===== src/verilog/bpmPkg.sv =====
package bpmPkg;

    //////////////////////////////////////////////////
    // Widths

    localparam int dataWidth      = 32;
    localparam int addrWidth      = 5;
    localparam int regIndexWidth  = addrWidth - 2;
    localparam int heartbeatWidth = 28;
    localparam int markerWidth    = 24;

    // Bit 0 is the software trigger, the rest are event triggers
    localparam int triggerCount   = 7;

    //////////////////////////////////////////////////
    // Register map, word index

    localparam logic [regIndexWidth-1:0] regHeartbeatReload  = 3'd0;
    localparam logic [regIndexWidth-1:0] regFaReload         = 3'd1;
    localparam logic [regIndexWidth-1:0] regSaReload         = 3'd2;
    localparam logic [regIndexWidth-1:0] regSyncStatus       = 3'd3;
    localparam logic [regIndexWidth-1:0] regSoftTrigger      = 3'd4;
    localparam logic [regIndexWidth-1:0] regTriggerTimestamp = 3'd5;
    localparam logic [regIndexWidth-1:0] regInterlock        = 3'd6;
    localparam logic [regIndexWidth-1:0] regBuildDate        = 3'd7;

    //////////////////////////////////////////////////
    // Reset defaults and fixed values

    localparam logic [heartbeatWidth-1:0] defaultHeartbeatReload = 98;
    localparam logic [markerWidth-1:0]    defaultFaReload        = 9;
    localparam logic [markerWidth-1:0]    defaultSaReload        = 49;
    localparam logic [dataWidth-1:0]      buildDate              = 32'h20240501;
    localparam logic [1:0]                axiRespOkay            = 2'b00;

    //////////////////////////////////////////////////
    // Bundles

    typedef struct packed {
        logic [addrWidth-1:0] awaddr;
        logic                 awvalid;
        logic [dataWidth-1:0] wdata;
        logic                 wvalid;
        logic                 bready;
        logic [addrWidth-1:0] araddr;
        logic                 arvalid;
        logic                 rready;
    } axiLiteReq_t;

    typedef struct packed {
        logic                 awready;
        logic                 wready;
        logic                 bvalid;
        logic [1:0]           bresp;
        logic                 arready;
        logic                 rvalid;
        logic [dataWidth-1:0] rdata;
        logic [1:0]           rresp;
    } axiLiteRsp_t;

    typedef struct packed {
        logic [heartbeatWidth-1:0] heartbeatReload;
        logic [markerWidth-1:0]    faReload;
        logic [markerWidth-1:0]    saReload;
    } markerConfig_t;

    // FA flag lands in bit 1, SA flag in bit 0
    typedef struct packed {
        logic faSynced;
        logic saSynced;
    } syncStatus_t;

    typedef struct packed {
        logic [triggerCount-2:0] eventTrig;
        logic                    softTrig;
    } triggerBus_t;

endpackage


===== src/verilog/heartbeatGenerator.sv =====
`timescale 1ns/1ns

module heartbeatGenerator (
    input  logic                              sysClk,
    input  logic                              reset,
    input  logic [bpmPkg::heartbeatWidth-1:0] heartbeatReload,
    output logic                              heartbeat
);
    import bpmPkg::*;

    // Extra top bit flags the underflow
    logic [heartbeatWidth:0] counter;

    assign heartbeat = counter[heartbeatWidth];

    // Count down to zero, one more cycle to underflow, then reload
    always_ff @(posedge sysClk) begin
        if (reset || heartbeat) begin
            counter <= {1'b0, heartbeatReload};
        end else begin
            counter <= counter - 1'b1;
        end
    end

endmodule


===== src/verilog/markerDivider.sv =====
`timescale 1ns/1ns

module markerDivider (
    input  logic                           sysClk,
    input  logic                           reset,
    input  logic [bpmPkg::markerWidth-1:0] reload,
    input  logic                           heartbeat,
    output logic                           marker,
    output logic                           synced
);
    import bpmPkg::*;

    logic [markerWidth-1:0] counter;

    assign marker = (counter == '0);

    //////////////////////////////////////////////////
    // Divider

    // Heartbeat re-phases the count
    always_ff @(posedge sysClk) begin
        if (reset) begin
            counter <= reload;
        end else if (heartbeat || marker) begin
            counter <= reload;
        end else begin
            counter <= counter - 1'b1;
        end
    end

    //////////////////////////////////////////////////
    // Sync check

    // In step when the marker falls on the heartbeat itself
    always_ff @(posedge sysClk) begin
        if (reset) begin
            synced <= 1'b0;
        end else if (heartbeat) begin
            synced <= marker;
        end
    end

endmodule


===== src/verilog/triggerCapture.sv =====
`timescale 1ns/1ns

module triggerCapture (
    input  logic                            sysClk,
    input  logic                            reset,
    input  logic [bpmPkg::triggerCount-2:0] eventTriggers,
    input  logic                            softTrigger,
    input  logic                            heartbeat,
    output bpmPkg::triggerBus_t             triggerStrobes,
    output logic [bpmPkg::dataWidth-1:0]    triggerTimestamp
);
    import bpmPkg::*;

    triggerBus_t          triggerInputs;
    triggerBus_t          syncMeta;
    triggerBus_t          syncStage;
    triggerBus_t          syncDelayed;
    logic [dataWidth-1:0] tickCount;
    logic [dataWidth-1:0] ticks;

    // Software trigger rides in bit 0
    assign triggerInputs = {eventTriggers, softTrigger};

    //////////////////////////////////////////////////
    // Synchronizer and edge detect

    always_ff @(posedge sysClk) begin
        if (reset) begin
            syncMeta       <= '0;
            syncStage      <= '0;
            syncDelayed    <= '0;
            triggerStrobes <= '0;
        end else begin
            syncMeta       <= triggerInputs;
            syncStage      <= syncMeta;
            syncDelayed    <= syncStage;
            triggerStrobes <= syncStage & ~syncDelayed;
        end
    end

    //////////////////////////////////////////////////
    // Timestamp

    // Zero in the heartbeat cycle itself
    assign ticks = heartbeat ? '0 : tickCount;

    always_ff @(posedge sysClk) begin
        if (reset) begin
            tickCount        <= '0;
            triggerTimestamp <= '0;
        end else begin
            if (heartbeat) begin
                tickCount <= dataWidth'(1);
            end else begin
                tickCount <= tickCount + dataWidth'(1);
            end
            if (|triggerStrobes) begin
                triggerTimestamp <= ticks;
            end
        end
    end

endmodule


===== src/verilog/bpmRegisterBank.sv =====
`timescale 1ns/1ns

module bpmRegisterBank (
    input  logic                         sysClk,
    input  logic                         reset,
    input  bpmPkg::axiLiteReq_t          axiReq,
    output bpmPkg::axiLiteRsp_t          axiRsp,
    output bpmPkg::markerConfig_t        markerConfig,
    output logic                         softTrigger,
    output logic                         relayControl,
    input  bpmPkg::syncStatus_t          syncStatus,
    input  logic [bpmPkg::dataWidth-1:0] triggerTimestamp,
    input  logic                         interlockResetButton
);
    import bpmPkg::*;

    logic                     writeAccept;
    logic                     readAccept;
    logic [regIndexWidth-1:0] writeIndex;
    logic [regIndexWidth-1:0] readIndex;
    logic                     bvalid;
    logic                     rvalid;
    logic [dataWidth-1:0]     rdata;
    logic [dataWidth-1:0]     readData;
    logic                     buttonMeta;
    logic                     buttonSync;

    //////////////////////////////////////////////////
    // Handshake

    // No new request while a response of the same kind is still held
    assign writeAccept = axiReq.awvalid && axiReq.wvalid && !bvalid;
    assign readAccept  = axiReq.arvalid && !rvalid;

    assign writeIndex = axiReq.awaddr[addrWidth-1:2];
    assign readIndex  = axiReq.araddr[addrWidth-1:2];

    assign axiRsp.awready = writeAccept;
    assign axiRsp.wready  = writeAccept;
    assign axiRsp.bvalid  = bvalid;
    assign axiRsp.bresp   = axiRespOkay;
    assign axiRsp.arready = readAccept;
    assign axiRsp.rvalid  = rvalid;
    assign axiRsp.rdata   = rdata;
    assign axiRsp.rresp   = axiRespOkay;

    always_ff @(posedge sysClk) begin
        if (reset) begin
            bvalid <= 1'b0;
            rvalid <= 1'b0;
        end else begin
            if (writeAccept) begin
                bvalid <= 1'b1;
            end else if (axiReq.bready) begin
                bvalid <= 1'b0;
            end
            if (readAccept) begin
                rvalid <= 1'b1;
            end else if (axiReq.rready) begin
                rvalid <= 1'b0;
            end
        end
    end

    // Read data holds until the master takes it
    always_ff @(posedge sysClk) begin
        if (readAccept) begin
            rdata <= readData;
        end
    end

    //////////////////////////////////////////////////
    // Configuration registers

    always_ff @(posedge sysClk) begin
        if (reset) begin
            markerConfig.heartbeatReload <= defaultHeartbeatReload;
            markerConfig.faReload        <= defaultFaReload;
            markerConfig.saReload        <= defaultSaReload;
            relayControl                 <= 1'b0;
            softTrigger                  <= 1'b0;
        end else begin
            // One-cycle pulse, data value ignored
            softTrigger <= writeAccept && (writeIndex == regSoftTrigger);
            if (writeAccept) begin
                case (writeIndex)
                    regHeartbeatReload:
                        markerConfig.heartbeatReload <= axiReq.wdata[heartbeatWidth-1:0];
                    regFaReload:
                        markerConfig.faReload <= axiReq.wdata[markerWidth-1:0];
                    regSaReload:
                        markerConfig.saReload <= axiReq.wdata[markerWidth-1:0];
                    regInterlock:
                        relayControl <= axiReq.wdata[0];
                    default: ;
                endcase
            end
        end
    end

    // Interlock reset button is asynchronous
    always_ff @(posedge sysClk) begin
        buttonMeta <= interlockResetButton;
        buttonSync <= buttonMeta;
    end

    //////////////////////////////////////////////////
    // Readback

    always_comb begin
        case (readIndex)
            regHeartbeatReload:  readData = dataWidth'(markerConfig.heartbeatReload);
            regFaReload:         readData = dataWidth'(markerConfig.faReload);
            regSaReload:         readData = dataWidth'(markerConfig.saReload);
            regSyncStatus:       readData = dataWidth'(syncStatus);
            regTriggerTimestamp: readData = triggerTimestamp;
            regInterlock:        readData = dataWidth'({buttonSync, relayControl});
            regBuildDate:        readData = buildDate;
            default:             readData = '0;
        endcase
    end

endmodule


===== src/verilog/bpmTop.sv =====
`timescale 1ns/1ns

module bpmTop (
    input  logic                           sysClk,
    input  logic                           reset,
    input  bpmPkg::axiLiteReq_t            axiReq,
    output bpmPkg::axiLiteRsp_t            axiRsp,
    input  logic [bpmPkg::triggerCount-2:0] eventTriggers,
    input  logic                           interlockResetButton,
    output logic                           heartbeat,
    output logic                           faMarker,
    output logic                           saMarker,
    output logic                           relayControl,
    output bpmPkg::triggerBus_t            triggerStrobes
);
    import bpmPkg::*;

    markerConfig_t        markerConfig;
    syncStatus_t          syncStatus;
    logic                 softTrigger;
    logic [dataWidth-1:0] triggerTimestamp;

    //////////////////////////////////////////////////
    // Register bank

    bpmRegisterBank registerBank (
        .sysClk               (sysClk),
        .reset                (reset),
        .axiReq               (axiReq),
        .axiRsp               (axiRsp),
        .markerConfig         (markerConfig),
        .softTrigger          (softTrigger),
        .relayControl         (relayControl),
        .syncStatus           (syncStatus),
        .triggerTimestamp     (triggerTimestamp),
        .interlockResetButton (interlockResetButton)
    );

    //////////////////////////////////////////////////
    // Timing core

    heartbeatGenerator heartbeatGen (
        .sysClk          (sysClk),
        .reset           (reset),
        .heartbeatReload (markerConfig.heartbeatReload),
        .heartbeat       (heartbeat)
    );

    markerDivider faDivider (
        .sysClk    (sysClk),
        .reset     (reset),
        .reload    (markerConfig.faReload),
        .heartbeat (heartbeat),
        .marker    (faMarker),
        .synced    (syncStatus.faSynced)
    );

    markerDivider saDivider (
        .sysClk    (sysClk),
        .reset     (reset),
        .reload    (markerConfig.saReload),
        .heartbeat (heartbeat),
        .marker    (saMarker),
        .synced    (syncStatus.saSynced)
    );

    triggerCapture capture (
        .sysClk           (sysClk),
        .reset            (reset),
        .eventTriggers    (eventTriggers),
        .softTrigger      (softTrigger),
        .heartbeat        (heartbeat),
        .triggerStrobes   (triggerStrobes),
        .triggerTimestamp (triggerTimestamp)
    );

endmodule


===== config.mk =====
export PLATFORM = sky130hd
export DESIGN_NAME = bpmTop
export DESIGN_NICKNAME = d
export VERILOG_FILES = /design/src/verilog/bpmPkg.sv /design/src/verilog/heartbeatGenerator.sv /design/src/verilog/markerDivider.sv /design/src/verilog/triggerCapture.sv /design/src/verilog/bpmRegisterBank.sv /design/src/verilog/bpmTop.sv
export SDC_FILE = /design/constraint.sdc
export NUM_CORES = 1
export LEC_CHECK = 0
export BUFFER_PORTS_ARGS = -buffer_cell sky130_fd_sc_hd__buf_2
export CORE_MARGIN = 2
export CORE_UTILIZATION = 40
export DETAILED_ROUTE_END_ITERATION = 12
export SETUP_SLACK_MARGIN = 0.3
export SLEW_MARGIN = 20
export SYNTH_ARGS = -nofsm -noshare
export SYNTH_HDL_FRONTEND = slang
export SYNTH_HIERARCHICAL = 1
export SYNTH_SLANG_ARGS = --single-unit
export TNS_END_PERCENT = 50

===== constraint.sdc =====
create_clock -name sysClk -period 2.55 [get_ports sysClk]
set_input_delay 0.1275 -clock sysClk [delete_from_list [all_inputs] [get_ports sysClk]]
set_output_delay 0.1275 -clock sysClk [all_outputs]
set_load 0.05 [all_outputs]

Yosys cells after proc, flatten, opt, wreduce, memory -nomap -nowiden
Index checks and enable logic that the tools add are counted.
- bits of input ports: 56
- memories kept: 0
- word-level logic and storage cells: 76
- memory bits (writable): 0
- bits in latches: 0
- flip-flop bits (word level): 285
- memory bits (read-only): 0
- output and inout bits: 52
- divide/modulo/power cells: 0
- equality and inequality tests: 10
- shift operators: 0
- multipliers: 0
- multiplexer cells: 12
- bitwise gates (word level): 2
- reduce and logical (&&, ||, !) cells: 21
- magnitude comparators: 0
- add/sub/neg operators: 4
- operator list (operator ; number):
    32-bit case mux with 7 select lines ; 1
    24-bit two-way mux ; 4
    24-bit logical NOT ; 2
    24-bit by 1-bit subtractor with 24-bit output (second input constant) ; 2
    32-bit by 1-bit adder with 32-bit output (second input constant) ; 1
    32-bit two-way mux ; 1
    29-bit by 1-bit subtractor with 29-bit output (second input constant) ; 1
    28-bit two-way mux ; 1
    3-bit equality test (second input constant) ; 5
    3-bit by 2-bit equality test with 1-bit output (second input constant) ; 3
    2-bit AND reduction ; 4
    7-bit AND ; 1
    7-bit NOT ; 1
    7-bit OR reduction ; 1
    3-bit by 1-bit equality test with 1-bit output (second input constant) ; 2
    3-bit logical NOT ; 2
    1-bit two-way mux ; 5
    1-bit logical AND ; 4
    2-bit nonzero test ; 2
    1-bit logical OR ; 3
    1-bit logical NOT ; 2
    2-bit OR reduction ; 1

Depth between registers and ports, before layout
Gate-level depths: netlist (run 1).
- depth after elaboration: 4
- gate-level depth with buffers: 7
- depth with buffers taken out: 7

Cells and area by module
The synthesis (run 1) kept the hierarchy.
- modules (own cells, without submodules) (module ; seq. area each (µm²) ; cells an instance ; instances ; area each (µm²)):
    bpmRegisterBank ; 2602.5 ; 468 ; 1 ; 5122.4
    triggerCapture ; 1841.8 ; 384 ; 1 ; 3493.4
    markerDivider ; 500.5 ; 147 ; 2 ; 1239.9
    heartbeatGenerator ; 580.6 ; 184 ; 1 ; 1496.4

Least setup slack after synthesis (run 1)
OpenSTA, ideal clock, no wires.
- path type: register to register
- start point: reg faDivider.counter[8]
- end point: reg faDivider.synced
- arrival: 2574 ps
- period minus slack after synthesis: 2644 ps
- setup slack: -94 ps
- buffers on the path: 0
- stages on the path, launching flop included: 6
- required time: 2480 ps
- cells stage by stage: dfxtp_1 nor4_1 nand3_1 nor3_1 mux2i_1 nor2_1
- cells in the longest elaborated chain, start to end: 1
- ends and longest elaborated chain (element ; line ; source):
    start, declared ; markerDivider.sv:13 ; logic [markerWidth-1:0] counter;
    start signal, assigned ; markerDivider.sv:23 ; counter <= reload;
    start signal, assigned ; markerDivider.sv:25 ; counter <= reload;
    start signal, assigned ; markerDivider.sv:27 ; counter <= counter - 1'b1;
    24-bit logical NOT ; markerDivider.sv:15 ; assign marker = (counter == '0);
    named net faMarker ; bpmTop.sv:11 ; output logic faMarker,
    end signal, assigned ; markerDivider.sv:39 ; synced <= marker;
    end, declared ; markerDivider.sv:9 ; output logic synced
The timed path passes the listed nets, and every way through them passes these cells.
A chain may end at the register's enable or synchronous reset.

Worst setup path after layout (run 1)
- start point: reg faDivider.counter[16]
- end point: out faMarker
- cells in the longest elaborated chain, start to end: 1
- ends and longest elaborated chain (element ; line):
    24-bit logical NOT ; markerDivider.sv:15
    end, declared ; bpmTop.sv:11
Every way passes these cells.

==> metrics.md, run 1 <==
| Metric | Value |
|---|---|
| Final #Nets | `roughly 1500` |
| Most common cell in the netlist | `dfxtp_1` |
| Synth warn | `6` |
| Ys async rst share | `0%` |
| Global-route wire length before repair | `about 54 mm` |
| Overall power | `roughly 11 mW` |
| Netlist cell types | `between 60 and 70` |
| Die outline height | `between 150 and 200 um` |
| Fin crit share | `a little under nine tenths` |
| Antenna violations before repair | `0` |
| Gp weighted congestion | `between 0.8 and 0.9` |
| Yosys top cell by area | `dfxtp_1` |
| Final setup viols | `0` |
| CTS Sinks | `285` |
| Largest vdd supply drop | `0.630 mV` |
| Routed wire length | `34.2 mm` |
| Max-Cap Viols | `0` |
| R2r endpoint | `saDivider/counter[3]` |
| Pleak | `5.66 nW` |
| Routed wire length per instance | `between 15 and 20 um` |
| Critical path's top delay family | `simple AND/OR/NAND/NOR gates` |
| Area of the multi-input gates | `approximately 0.0061 sq mm` |
| F_max | `about 460 MHz` |
| Max Slew Vio Count | `0` |
| Sequential cell area | `approximately 0.0060 sq mm` |
| Synthesized area per cell | `roughly 9.5 sq um` |
| Critical path depth in cells | `3` |
| Cells after Synth | `1330` |
| Number of synthesized flops with an enable pin | `32` |
| Critical Path Sink Type | `output pin` |
| Setup_tns | `0 ns` |
| Slew HR | `43.5%` |
| Clock buffer depth | `3` |
| Crit path launch type | `flop` |
| Overflow after GRT | `0` |
| CTS Buf Count | `31` |
| FF+latch count, synth | `285` |
| Post-Syn Area | `~0.013 sq mm` |
| Clock latency on the worst-skew pair | `0.55 ns` |
| N_diodes | `0` |
| Die area | `0.0329 sq mm` |
| R2R Path Start | `saDivider/counter[16]` |
| Via density | `5.40` |
| Core Area | `roughly 0.031 sq mm` |
| Worst-path clk slew | `roughly 0.06 ns` |
| Slowest cell delay on critical path | `0.61 ns` |
| Area contributors post-synth | `dfxtp_1, edfxtp_1, mux2i_1, nand2b_1, nand2_1` |
| Critical path's slowest cell | `or4_1` |
| Crit path capture | `faMarker` |
| Synth top area share | `roughly 40%` |
| Buf+Inv Stages, Crit Path | `1` |
| Layout area overhead | `18.9%` |
| WP data required | `between 2 and 2.5 ns` |
| Fin crit period | `between 2 and 2.5 ns` |
| Pwr dens | `around 750 mW/mm^2` |
| GRT Util Overall | `20.4%` |
| R2R depth | `6` |
| PortBufs | `between 90 and 100` |
| Tightest Pin Transition | `0.837 ns` |
| Reg2reg setup slack | `0.42 ns` |
| Starting Density | `roughly two fifths` |
| Unrepaired setup endpoints after global routing | `yes` |
| Layout fillers | `2891` |
| Starting DRT DRC Count | `about 660` |
| Die width | `181 um` |
| 1st-pass router iterations | `5` |
| CTS tree | `done` |
| Routed vias | `slightly above 10000` |
| Core Util, Final | `between 40 and 50%` |
| Max FO, Critical Path | `5` |
| H-tree Lvls | `1` |
| Register area share after synthesis | `about 48%` |
| Outcome | `completed` |
| Clk root buf | `clkbuf_16` |
| Row count | `64` |
| Crit path DAT | `around 2 ns` |
| Most common library cells after synthesis | `dfxtp_1, nand2_1, nand2b_1` |
| Share of cells above drive strength 1 | `roughly 15%` |
| Final ANT Viol Nets | `0` |
| Largest net degree at the start of global routing | `82` |
| Final Hold Viols | `0` |
| Worst setup path startpoint | `faDivider/counter[16]` |
| I/O Pins | `between 100 and 150` |
| Worst-path cell chain | `or4_1 > nor3_4 > buf_6` |
| Post-synth top flop | `dfxtp_1` |
| HPWL Detailed | `approximately 24 mm` |
| Tightest Hold Check Type | `primary input to flop` |
| Post-route DRC | `0` |
| Number of global-route vias before repair | `9581` |
| Critical path class | `flop to output pin` |
| Skew final | `around 0.017 ns` |
## cell families after synthesis
| group | synth area share [%] |
|---|---|
| multiplexers | 7.19 |
| AND/OR/NAND/NOR | 24.0 |
| other | 0.0298 |
| XOR/XNOR | 3.90 |
| buffers and inverters | 4.08 |
| flip-flops | 47.9 |
| adder cells (fa/ha/maj) | 0.596 |
| AO/OA/AOI/OAI | 12.3 |
## layer usage
layer / GRT usage (%) / share of wire (%)
met5: 0 / 0
met4: 4.52 / 1.5
met3: 2.45 / 5.1
met2: 33.5 / 47
met1: 28.8 / 47
## layout make-up
class	instances	share of cell area (%)
repair buffers	182	8.53
clock inverters	8	0.459
multi-input cells	944	41.0
inverters	10	0.251
well taps	396	3.31
flip-flops and latches	285	40.2
clock buffers	47	6.19
## per-stage QoR
step	hold WS [ns]	std cells	setup slack, ns	cell area, sq um
finish	0.0225	1872	0.372	15000
global route	0.0213	1872	0.273	15000
CTS	0.00301	1868	0.294	14900
detailed placement	0.234	1772	0.295	13500
global placement	0.243	1772	0.323	13500
floorplan	0.155	1333	0.199	12600
## cells in the final DEF (no fill, tap or decap), drive strengths merged, types with 30 or more instances in the layout
| cell | count |
|---|---|
| dlygate4sd3 | 40 |
| or4 | 34 |
| mux2i | 86 |
| xnor2 | 39 |
| edfxtp | 32 |
| nand2b | 99 |
| nand2 | 120 |
| a21oi | 59 |
| nor2b | 33 |
| dfxtp | 253 |
| clkbuf | 47 |
| a22oi | 38 |
| nor4 | 30 |
| o21ai | 72 |
| buf | 142 |
| nor2 | 77 |
| nand3b | 37 |
## flip-flops by register name, summed over array words and instances (netlist names), 24 cells and up
signal,count
registerBank/rdata,32
capture/tickCount,32
heartbeatGen/counter,29
faDivider/counter,24
saDivider/counter,24
capture/triggerTimestamp,32
registerBank/markerConfig,76
## worst min-delay path by stage
stage | from | end | slack [ns] | cells after the start
final | reset | saDivider/synced | 0.02 | 2
after global routing | axiReq[29] | registerBank/markerConfig[44] | 0.02 | 3
after CTS | axiReq[29] | registerBank/markerConfig[44] | 0.003 | 3
after detailed placement | interlockResetButton | registerBank/buttonMeta | 0.23 | 1
after global placement | interlockResetButton | registerBank/buttonMeta | 0.24 | 1
after floorplan | interlockResetButton | registerBank/buttonMeta | 0.16 | 0
## power by group
group / internal [mW] / switching, mW / leakage [nW]
registers: 4.77 / 0.238 / 2.37
clock network: 2.59 / 1.79 / 0.492
logic: 0.735 / 1.05 / 2.79
total: 8.10 / 3.07 / 5.66
## what timing repair did
action,CTS,global route
resized for setup,9,3
setup buffers,1,4
hold endpoints to repair,76,0
setup endpoints to repair,7,5
hold buffers,40,0
pin swaps,1,3
No activity file was read; power rests on OpenSTA's default activity.
==> run 2: changes to the inputs <==
Settings changed: ABC_AREA from default to 1, RECOVER_POWER from default to 100.
==> run 2 against run 1 <==
Against the previous run: highest routed layer unchanged; wire length up 19%; first-iteration DRC count up 49%; largest cell class unchanged; non-clock buffer count down 23; critical path type unchanged.
==> metrics.md, run 2 <==
| Metric | Value |
|---|---|
| Outcome | `completed` |
| Synthesized area per cell | `~7 sq um` |
| Post-synth top flop | `dfxtp_1` |
| N_diodes | `0` |
| Worst-path cell chain | `inv_1 > ha_1 > nand2_1 > nor2_1 > nand2_1 > nor2_2 > nand2_1 > buf_4 > inv_1 > clkbuf_2` |
| Die area | `0.0365 sq mm` |
| Pwr dens | `a little under 700 mW/mm^2` |
| Cells after Synth | `2055` |
| CTS tree | `done` |
| Max Slew Vio Count | `0` |
| CP most frequent cell | `nand2_1` |
| Critical path's top delay family | `buffers and inverters` |
| Crit path DAT | `just over 2 ns` |
| Pleak | `7.24 nW` |
| Most frequent cells in the layout | `nand2_1, nor2_1, dfxtp_1` |
| Ys async rst share | `0%` |
| Worst-path clk slew | `around 0.06 ns` |
| Routed wire length | `between 40 and 50 mm` |
| Final setup viols | `0` |
| Synth top area share | `36.2%` |
| Setup_tns | `0 ns` |
| Crit path capture | `saMarker` |
| Post-Synth Simple-Gate Area | `roughly two fifths` |
| GRT Util Overall | `between 20 and 25%` |
| Clock buffer depth | `3` |
| Skew final | `0.00951 ns` |
| Largest family of logic cells by synthesized area | `simple AND/OR/NAND/NOR gates` |
| Antenna violations before repair | `0` |
| Share of cells above drive strength 1 | `approximately a tenth` |
| Slowest cell delay on critical path | `0.31 ns` |
| WP data required | `between 2 and 2.5 ns` |
| Fin crit share | `between 80% and 90%` |
| Routed wire length per instance | `15.4 um` |
| Final Hold Viols | `0` |
| Clock latency on the worst-skew pair | `around 0.56 ns` |
| R2r endpoint | `capture/tickCount[3]` |
| Global-route wire length before repair | `around 65 mm` |
| Critical path depth in cells | `10` |
| CTS Buf Count | `31` |
| Slew HR | `between 20% and 30%` |
| Routed vias | `around 13000` |
| Leading cell type in the layout, fill and taps excluded | `nand2_1` |
| Synth warn | `6` |
| Crit path launch type | `flop` |
| Area contributors post-synth | `dfxtp_1, nand2_1, nor2_1, edfxtp_1, nand3_1` |
| Max-Cap Viols | `0` |
| Clk root buf | `clkbuf_16` |
| Register with the most flip-flops | `registerBank/markerConfig` |
| Post-Syn Area | `~0.014 sq mm` |
| Row count | `68` |
| Die width | `approximately 190 um` |
| Max reg flops | `76` |
| Adder-cell share of the synthesized area | `0.536%` |
| Number of global-route vias before repair | `about 12000` |
| PortBufs | `95` |
| FF+latch count, synth | `~290` |
| Starting Density | `about two fifths` |
| Final #Nets | `2229` |
| Critical path class | `flop to output pin` |
| Post-synthesis mux area share | `0%` |
| Max FO, Critical Path | `19` |
| Largest net degree at the start of global routing | `between 70 and 80` |
| Post-route DRC | `0` |
| Fin crit period | `roughly 2.2 ns` |
| Setup ws final | `0.359 ns` |
| Most common cell in the netlist | `nand2_1` |
| Most common library cells after synthesis | `nand2_1, nor2_1, dfxtp_1` |
| Netlist cell types | `40` |
| Synth Area in Compound Gates | `roughly 6.0%` |
| Via density | `4.87` |
| Register area share after synthesis | `between 40 and 50%` |
| Unrepaired setup endpoints after global routing | `yes` |
| Tightest Hold Check Type | `primary input to flop` |
| Starting DRT DRC Count | `around 980` |
| R2R depth | `4` |
| Layout area overhead | `15.2%` |
| Die outline height | `approximately 190 um` |
| 1st-pass router iterations | `5` |
| Dpl ws | `0.564 ns` |
| Worst setup path startpoint | `saDivider/counter[0]` |
| Core Area | `approximately 0.034 sq mm` |
| H-tree Lvls | `1` |
| Number of synthesized flops with an enable pin | `32` |
| Post-CTS Setup Inserts | `0` |
| XOR/XNOR share of the synthesized area | `1.69%` |
| Tightest Pin Transition | `between 1 and 1.5 ns` |
| Reg2reg setup slack | `slightly below 0.5 ns` |
| Final ANT Viol Nets | `0` |
| Overflow after GRT | `0` |
| Yosys top cell by area | `dfxtp_1` |
| R2R Path Start | `heartbeatGen/counter[28]` |
| CTS Sinks | `between 200 and 300` |
| Gp weighted congestion | `between 0.9 and 1` |
| Critical path's slowest cell | `dfxtp_1` |
| Largest vdd supply drop | `about 0.52 mV` |
| HPWL Detailed | `between 20 and 30 mm` |
| Buf+Inv Stages, Crit Path | `4` |
| Critical Path Sink Type | `output pin` |
| F_max | `456 MHz` |
| I/O Pins | `108` |
[run 2: what timing repair did]
item | CTS | global route
setup endpoints to repair | 1 | 2
hold endpoints to repair | 68 | 0
hold buffers | 38 | 0
cloned | 0 | 1
resized for setup | 1 | 4
pin swaps | 0 | 1
[run 2: layout make-up]
cell class | instances | area (sq um)
clock buffer | 47 | 926
multi-input combinational | 1470 | 6640
inverter | 220 | 826
sequential | 285 | 6030
fill | 3570 | 18300
timing repair buffer | 159 | 1000
tap | 455 | 569
clock inverter | 10 | 129
[run 2: worst min-delay path by stage]
stage / start / endpoint / slack, ns / cells past startpoint
after floorplan: interlockResetButton / registerBank/buttonMeta / 0.16 / 0
after global placement: interlockResetButton / registerBank/buttonMeta / 0.25 / 1
after detailed placement: interlockResetButton / registerBank/buttonMeta / 0.25 / 1
after CTS: axiReq[45] / registerBank/softTrigger / 0.002 / 4
after global routing: axiReq[45] / registerBank/softTrigger / 0.03 / 4
final: axiReq[29] / registerBank/markerConfig[68] / 0.01 / 5
[run 2: worst reg2reg max path: cells and delay by family, from the launching register on]
kind / cells / cell delay [ns]
flip-flops: 1 / 0.48
AND/OR/NAND/NOR: 1 / 0.67
AO/OA/AOI/OAI: 2 / 0.37
buffers and inverters: 1 / 0.49
[run 2: layer usage]
layer  vias to the layer above  GRT usage, %  share of wire [%]
met4                         0          10.7                5.4
met2                       353          37.7                 46
met5                         -             0                  0
li1                       6620             -                  -
met1                      5828          28.5                 44
met3                        94          2.99                4.6
[run 2: kinds of logic after synthesis]
| kind of cell | count (synthesis) |
|---|---|
| AO/OA/AOI/OAI | 154 |
| XOR/XNOR | 27 |
| adder cells (fa/ha/maj) | 6 |
| buffers and inverters | 304 |
| flip-flops | 285 |
| other | 1 |
| AND/OR/NAND/NOR | 1278 |
[run 2: per-stage QoR]
step / total power, mW / util (%) / instances / instance area [sq um] / hold WS (ns)
floorplan: 6.00 / - / 2058 / 14000 / 0.155
global placement: 6.33 / 43.0 / 2550 / 14800 / 0.251
detailed placement: 6.35 / 43.0 / 2550 / 14800 / 0.251
CTS: 11.0 / 47.2 / 2645 / 16300 / 0.00216
global route: 11.4 / 46.8 / 2646 / 16100 / 0.0290
finish: 10.9 / 46.8 / 2646 / 16100 / 0.0106
[run 2: report_power, final]
part | switching, mW | total, mW | internal [mW]
Sequential | 0.171 | 4.93 | 4.76
Combinational | 0.931 | 1.35 | 0.420
Clock | 1.84 | 4.62 | 2.79
==> run 3: changes to the inputs <==
Settings changed: ABC_AREA 1 to default.
==> run 3 against run 2 <==
Against the previous run: setup slack worse by 0.095 ns; final area is 7.8% lower; clock power decreased by 5.2%; sequential share of layout area up 3.2 points; critical path depth is 8 lower; final cell count decreased by 29%; via count is 21% lower; total power grew 1.9%; fmax shrank 4.1%; critical endpoint is now heartbeat; highest routed layer unchanged.
==> metrics.md, run 3 (synthesized netlist as in run 1, its figures left out) <==
| Metric | Value |
|---|---|
| Fin crit share | `89.6%` |
| GRT Util Overall | `20.4%` |
| Clock latency on the worst-skew pair | `around 0.55 ns` |
| Die outline height | `approximately 180 um` |
| PortBufs | `between 90 and 100` |
| Max FO, Critical Path | `36` |
| Number of global-route vias before repair | `about 9600` |
| Global-route wire length before repair | `roughly 54 mm` |
| Core Util, Final | `slightly below 50%` |
| Gp weighted congestion | `about 0.85` |
| Routed wire length | `34.2 mm` |
| Slew HR | `under 10%` |
| Crit path DAT | `2.16 ns` |
| Routed wire length per instance | `18.3 um` |
| Unrepaired setup endpoints after global routing | `yes` |
| Critical path class | `flop to output pin` |
| Final ANT Viol Nets | `0` |
| Max reg flops | `76` |
| Share of cells above drive strength 1 | `between 10 and 15%` |
| Overflow after GRT | `0` |
| Max-Cap Viols | `0` |
| Routed vias | `~10000` |
| Tightest Pin Transition | `approximately 1.5 ns` |
| Starting Density | `between 40% and 50%` |
| Most frequent cells in the layout | `dfxtp_1, nand2_1, nand2b_1` |
| Largest vdd supply drop | `~0.63 mV` |
| CTS Buf Count | `31` |
| Crit path launch type | `flop` |
| HPWL Detailed | `roughly 24 mm` |
| Tightest Hold Check Type | `primary input to flop` |
| I/O Pins | `approximately 110` |
| Register with the most flip-flops | `registerBank/markerConfig` |
| Leading cell type in the layout, fill and taps excluded | `dfxtp_1` |
| Die area | `between 0.03 and 0.04 sq mm` |
| Layout area overhead | `18.0%` |
| Clk root buf | `clkbuf_16` |
| Final #Nets | `about 1500` |
| Outcome | `completed` |
| Core Area | `around 0.031 sq mm` |
| Placed inst area | `between 0.01 and 0.015 sq mm` |
| 1st-pass router iterations | `5` |
| Worst-path clk slew | `approximately 0.06 ns` |
| Largest net degree at the start of global routing | `82` |
| Final setup viols | `0` |
| Overall power | `roughly 11 mW` |
| H-tree Lvls | `1` |
| Via density | `5.41` |
| Clock buffer depth | `3` |
| N_diodes | `0` |
| Pwr dens | `749 mW/mm^2` |
| Antenna violations before repair | `0` |
| Post-route DRC | `0` |
| Max Slew Vio Count | `0` |
| CTS Sinks | `roughly 290` |
| Starting DRT DRC Count | `634` |
| CTS tree | `done` |
| Die width | `between 150 and 200 um` |
| Setup_tns | `0 ns` |
| Post-route insts no fill | `1872` |
| Finished Cell Area | `~0.015 sq mm` |
| Post-Place Cells | `about 1800` |
| F_max | `around 440 MHz` |
| Fin crit period | `between 2 and 2.5 ns` |
| WP data required | `around 2.4 ns` |
| Critical Path Sink Type | `output pin` |
| Pleak | `between 5 and 6 nW` |
| Skew final | `0.0192 ns` |
| Row count | `64` |
| Final Hold Viols | `0` |
## run 3: changes by cell type in the layout (fill, tap and decap cells not counted), moves of 30 or more
cell	before	now
nor2_1	411	76
a22oi_1	0	38
nand3_1	161	23
nor2_2	31	1
nand2_1	571	119
nor2b_1	0	32
mux2i_1	0	86
xnor2_1	9	39
inv_1	205	10
or4_1	0	32
nand2b_1	0	99
## run 3: final timing paths
check | start | end | cells past startpoint | slack, ns
worst max-delay path | heartbeatGen/counter[28] | heartbeat | 2 | 0.26
worst min-delay path | reset | saDivider/synced | 2 | 0.02
worst max register to register | faDivider/counter[16] | faDivider/counter[3] | 6 | 0.36
worst min register to register | registerBank/buttonMeta | registerBank/buttonSync | 0 | 0.35
## run 3: area by class of cell
| class | instances | area, sq um |
|---|---|---|
| Multi-Input combinational cell | 944 | 6130 |
| Clock inverter | 8 | 68.8 |
| Sequential cell | 285 | 6030 |
| Tap cell | 396 | 495 |
| Timing Repair Buffer | 182 | 1170 |
| Inverter | 10 | 37.5 |
| Fill cell | 2924 | 16000 |
| Clock buffer | 47 | 927 |
## run 3: per-layer routing
layer  routed length, um  global-route usage, %  vias to the layer above  part of all wire, %
met5                   0                      0                        -                    0
met4                 566                   4.52                        0                  1.7
met3                1540                   2.45                       40                  4.5
met2               15900                   33.5                      227                   46
li1                    -                      -                     4995                    -
met1               16200                   28.8                     4864                   47
## run 3: stage by stage
| step | hold slack (ns) | worst slack [ns] |
|---|---|---|
| 4_1_cts | 0.00301 | 0.294 |
| 3_5_place_dp | 0.234 | 0.295 |
| 6_report | 0.0243 | 0.264 |
| 3_3_place_gp | 0.243 | 0.323 |
| 5_1_grt | 0.0213 | 0.164 |
| 2_1_floorplan | 0.155 | 0.199 |
## run 3: repair_timing
| action | 4_1_cts | 5_1_grt |
|---|---|---|
| pin swaps | 1 | 3 |
| setup endpoints to repair | 7 | 5 |
| hold buffers | 40 | 0 |
| setup buffers | 1 | 4 |
| gates cloned | 0 | 0 |
| gates resized for setup | 9 | 3 |
| endpoints found under the hold margin | 76 | 0 |
## run 3: report_power, final
part	internal, mW	switching, mW
clock network	2.59	1.79
registers	4.77	0.238
logic	0.703	1.03
total	8.06	3.06
## run 3: worst max-delay path: stages (launching register included)
cell	delay [ns]
dfxtp_1	0.57
clkbuf_2	0.62
clkbuf_2	0.40
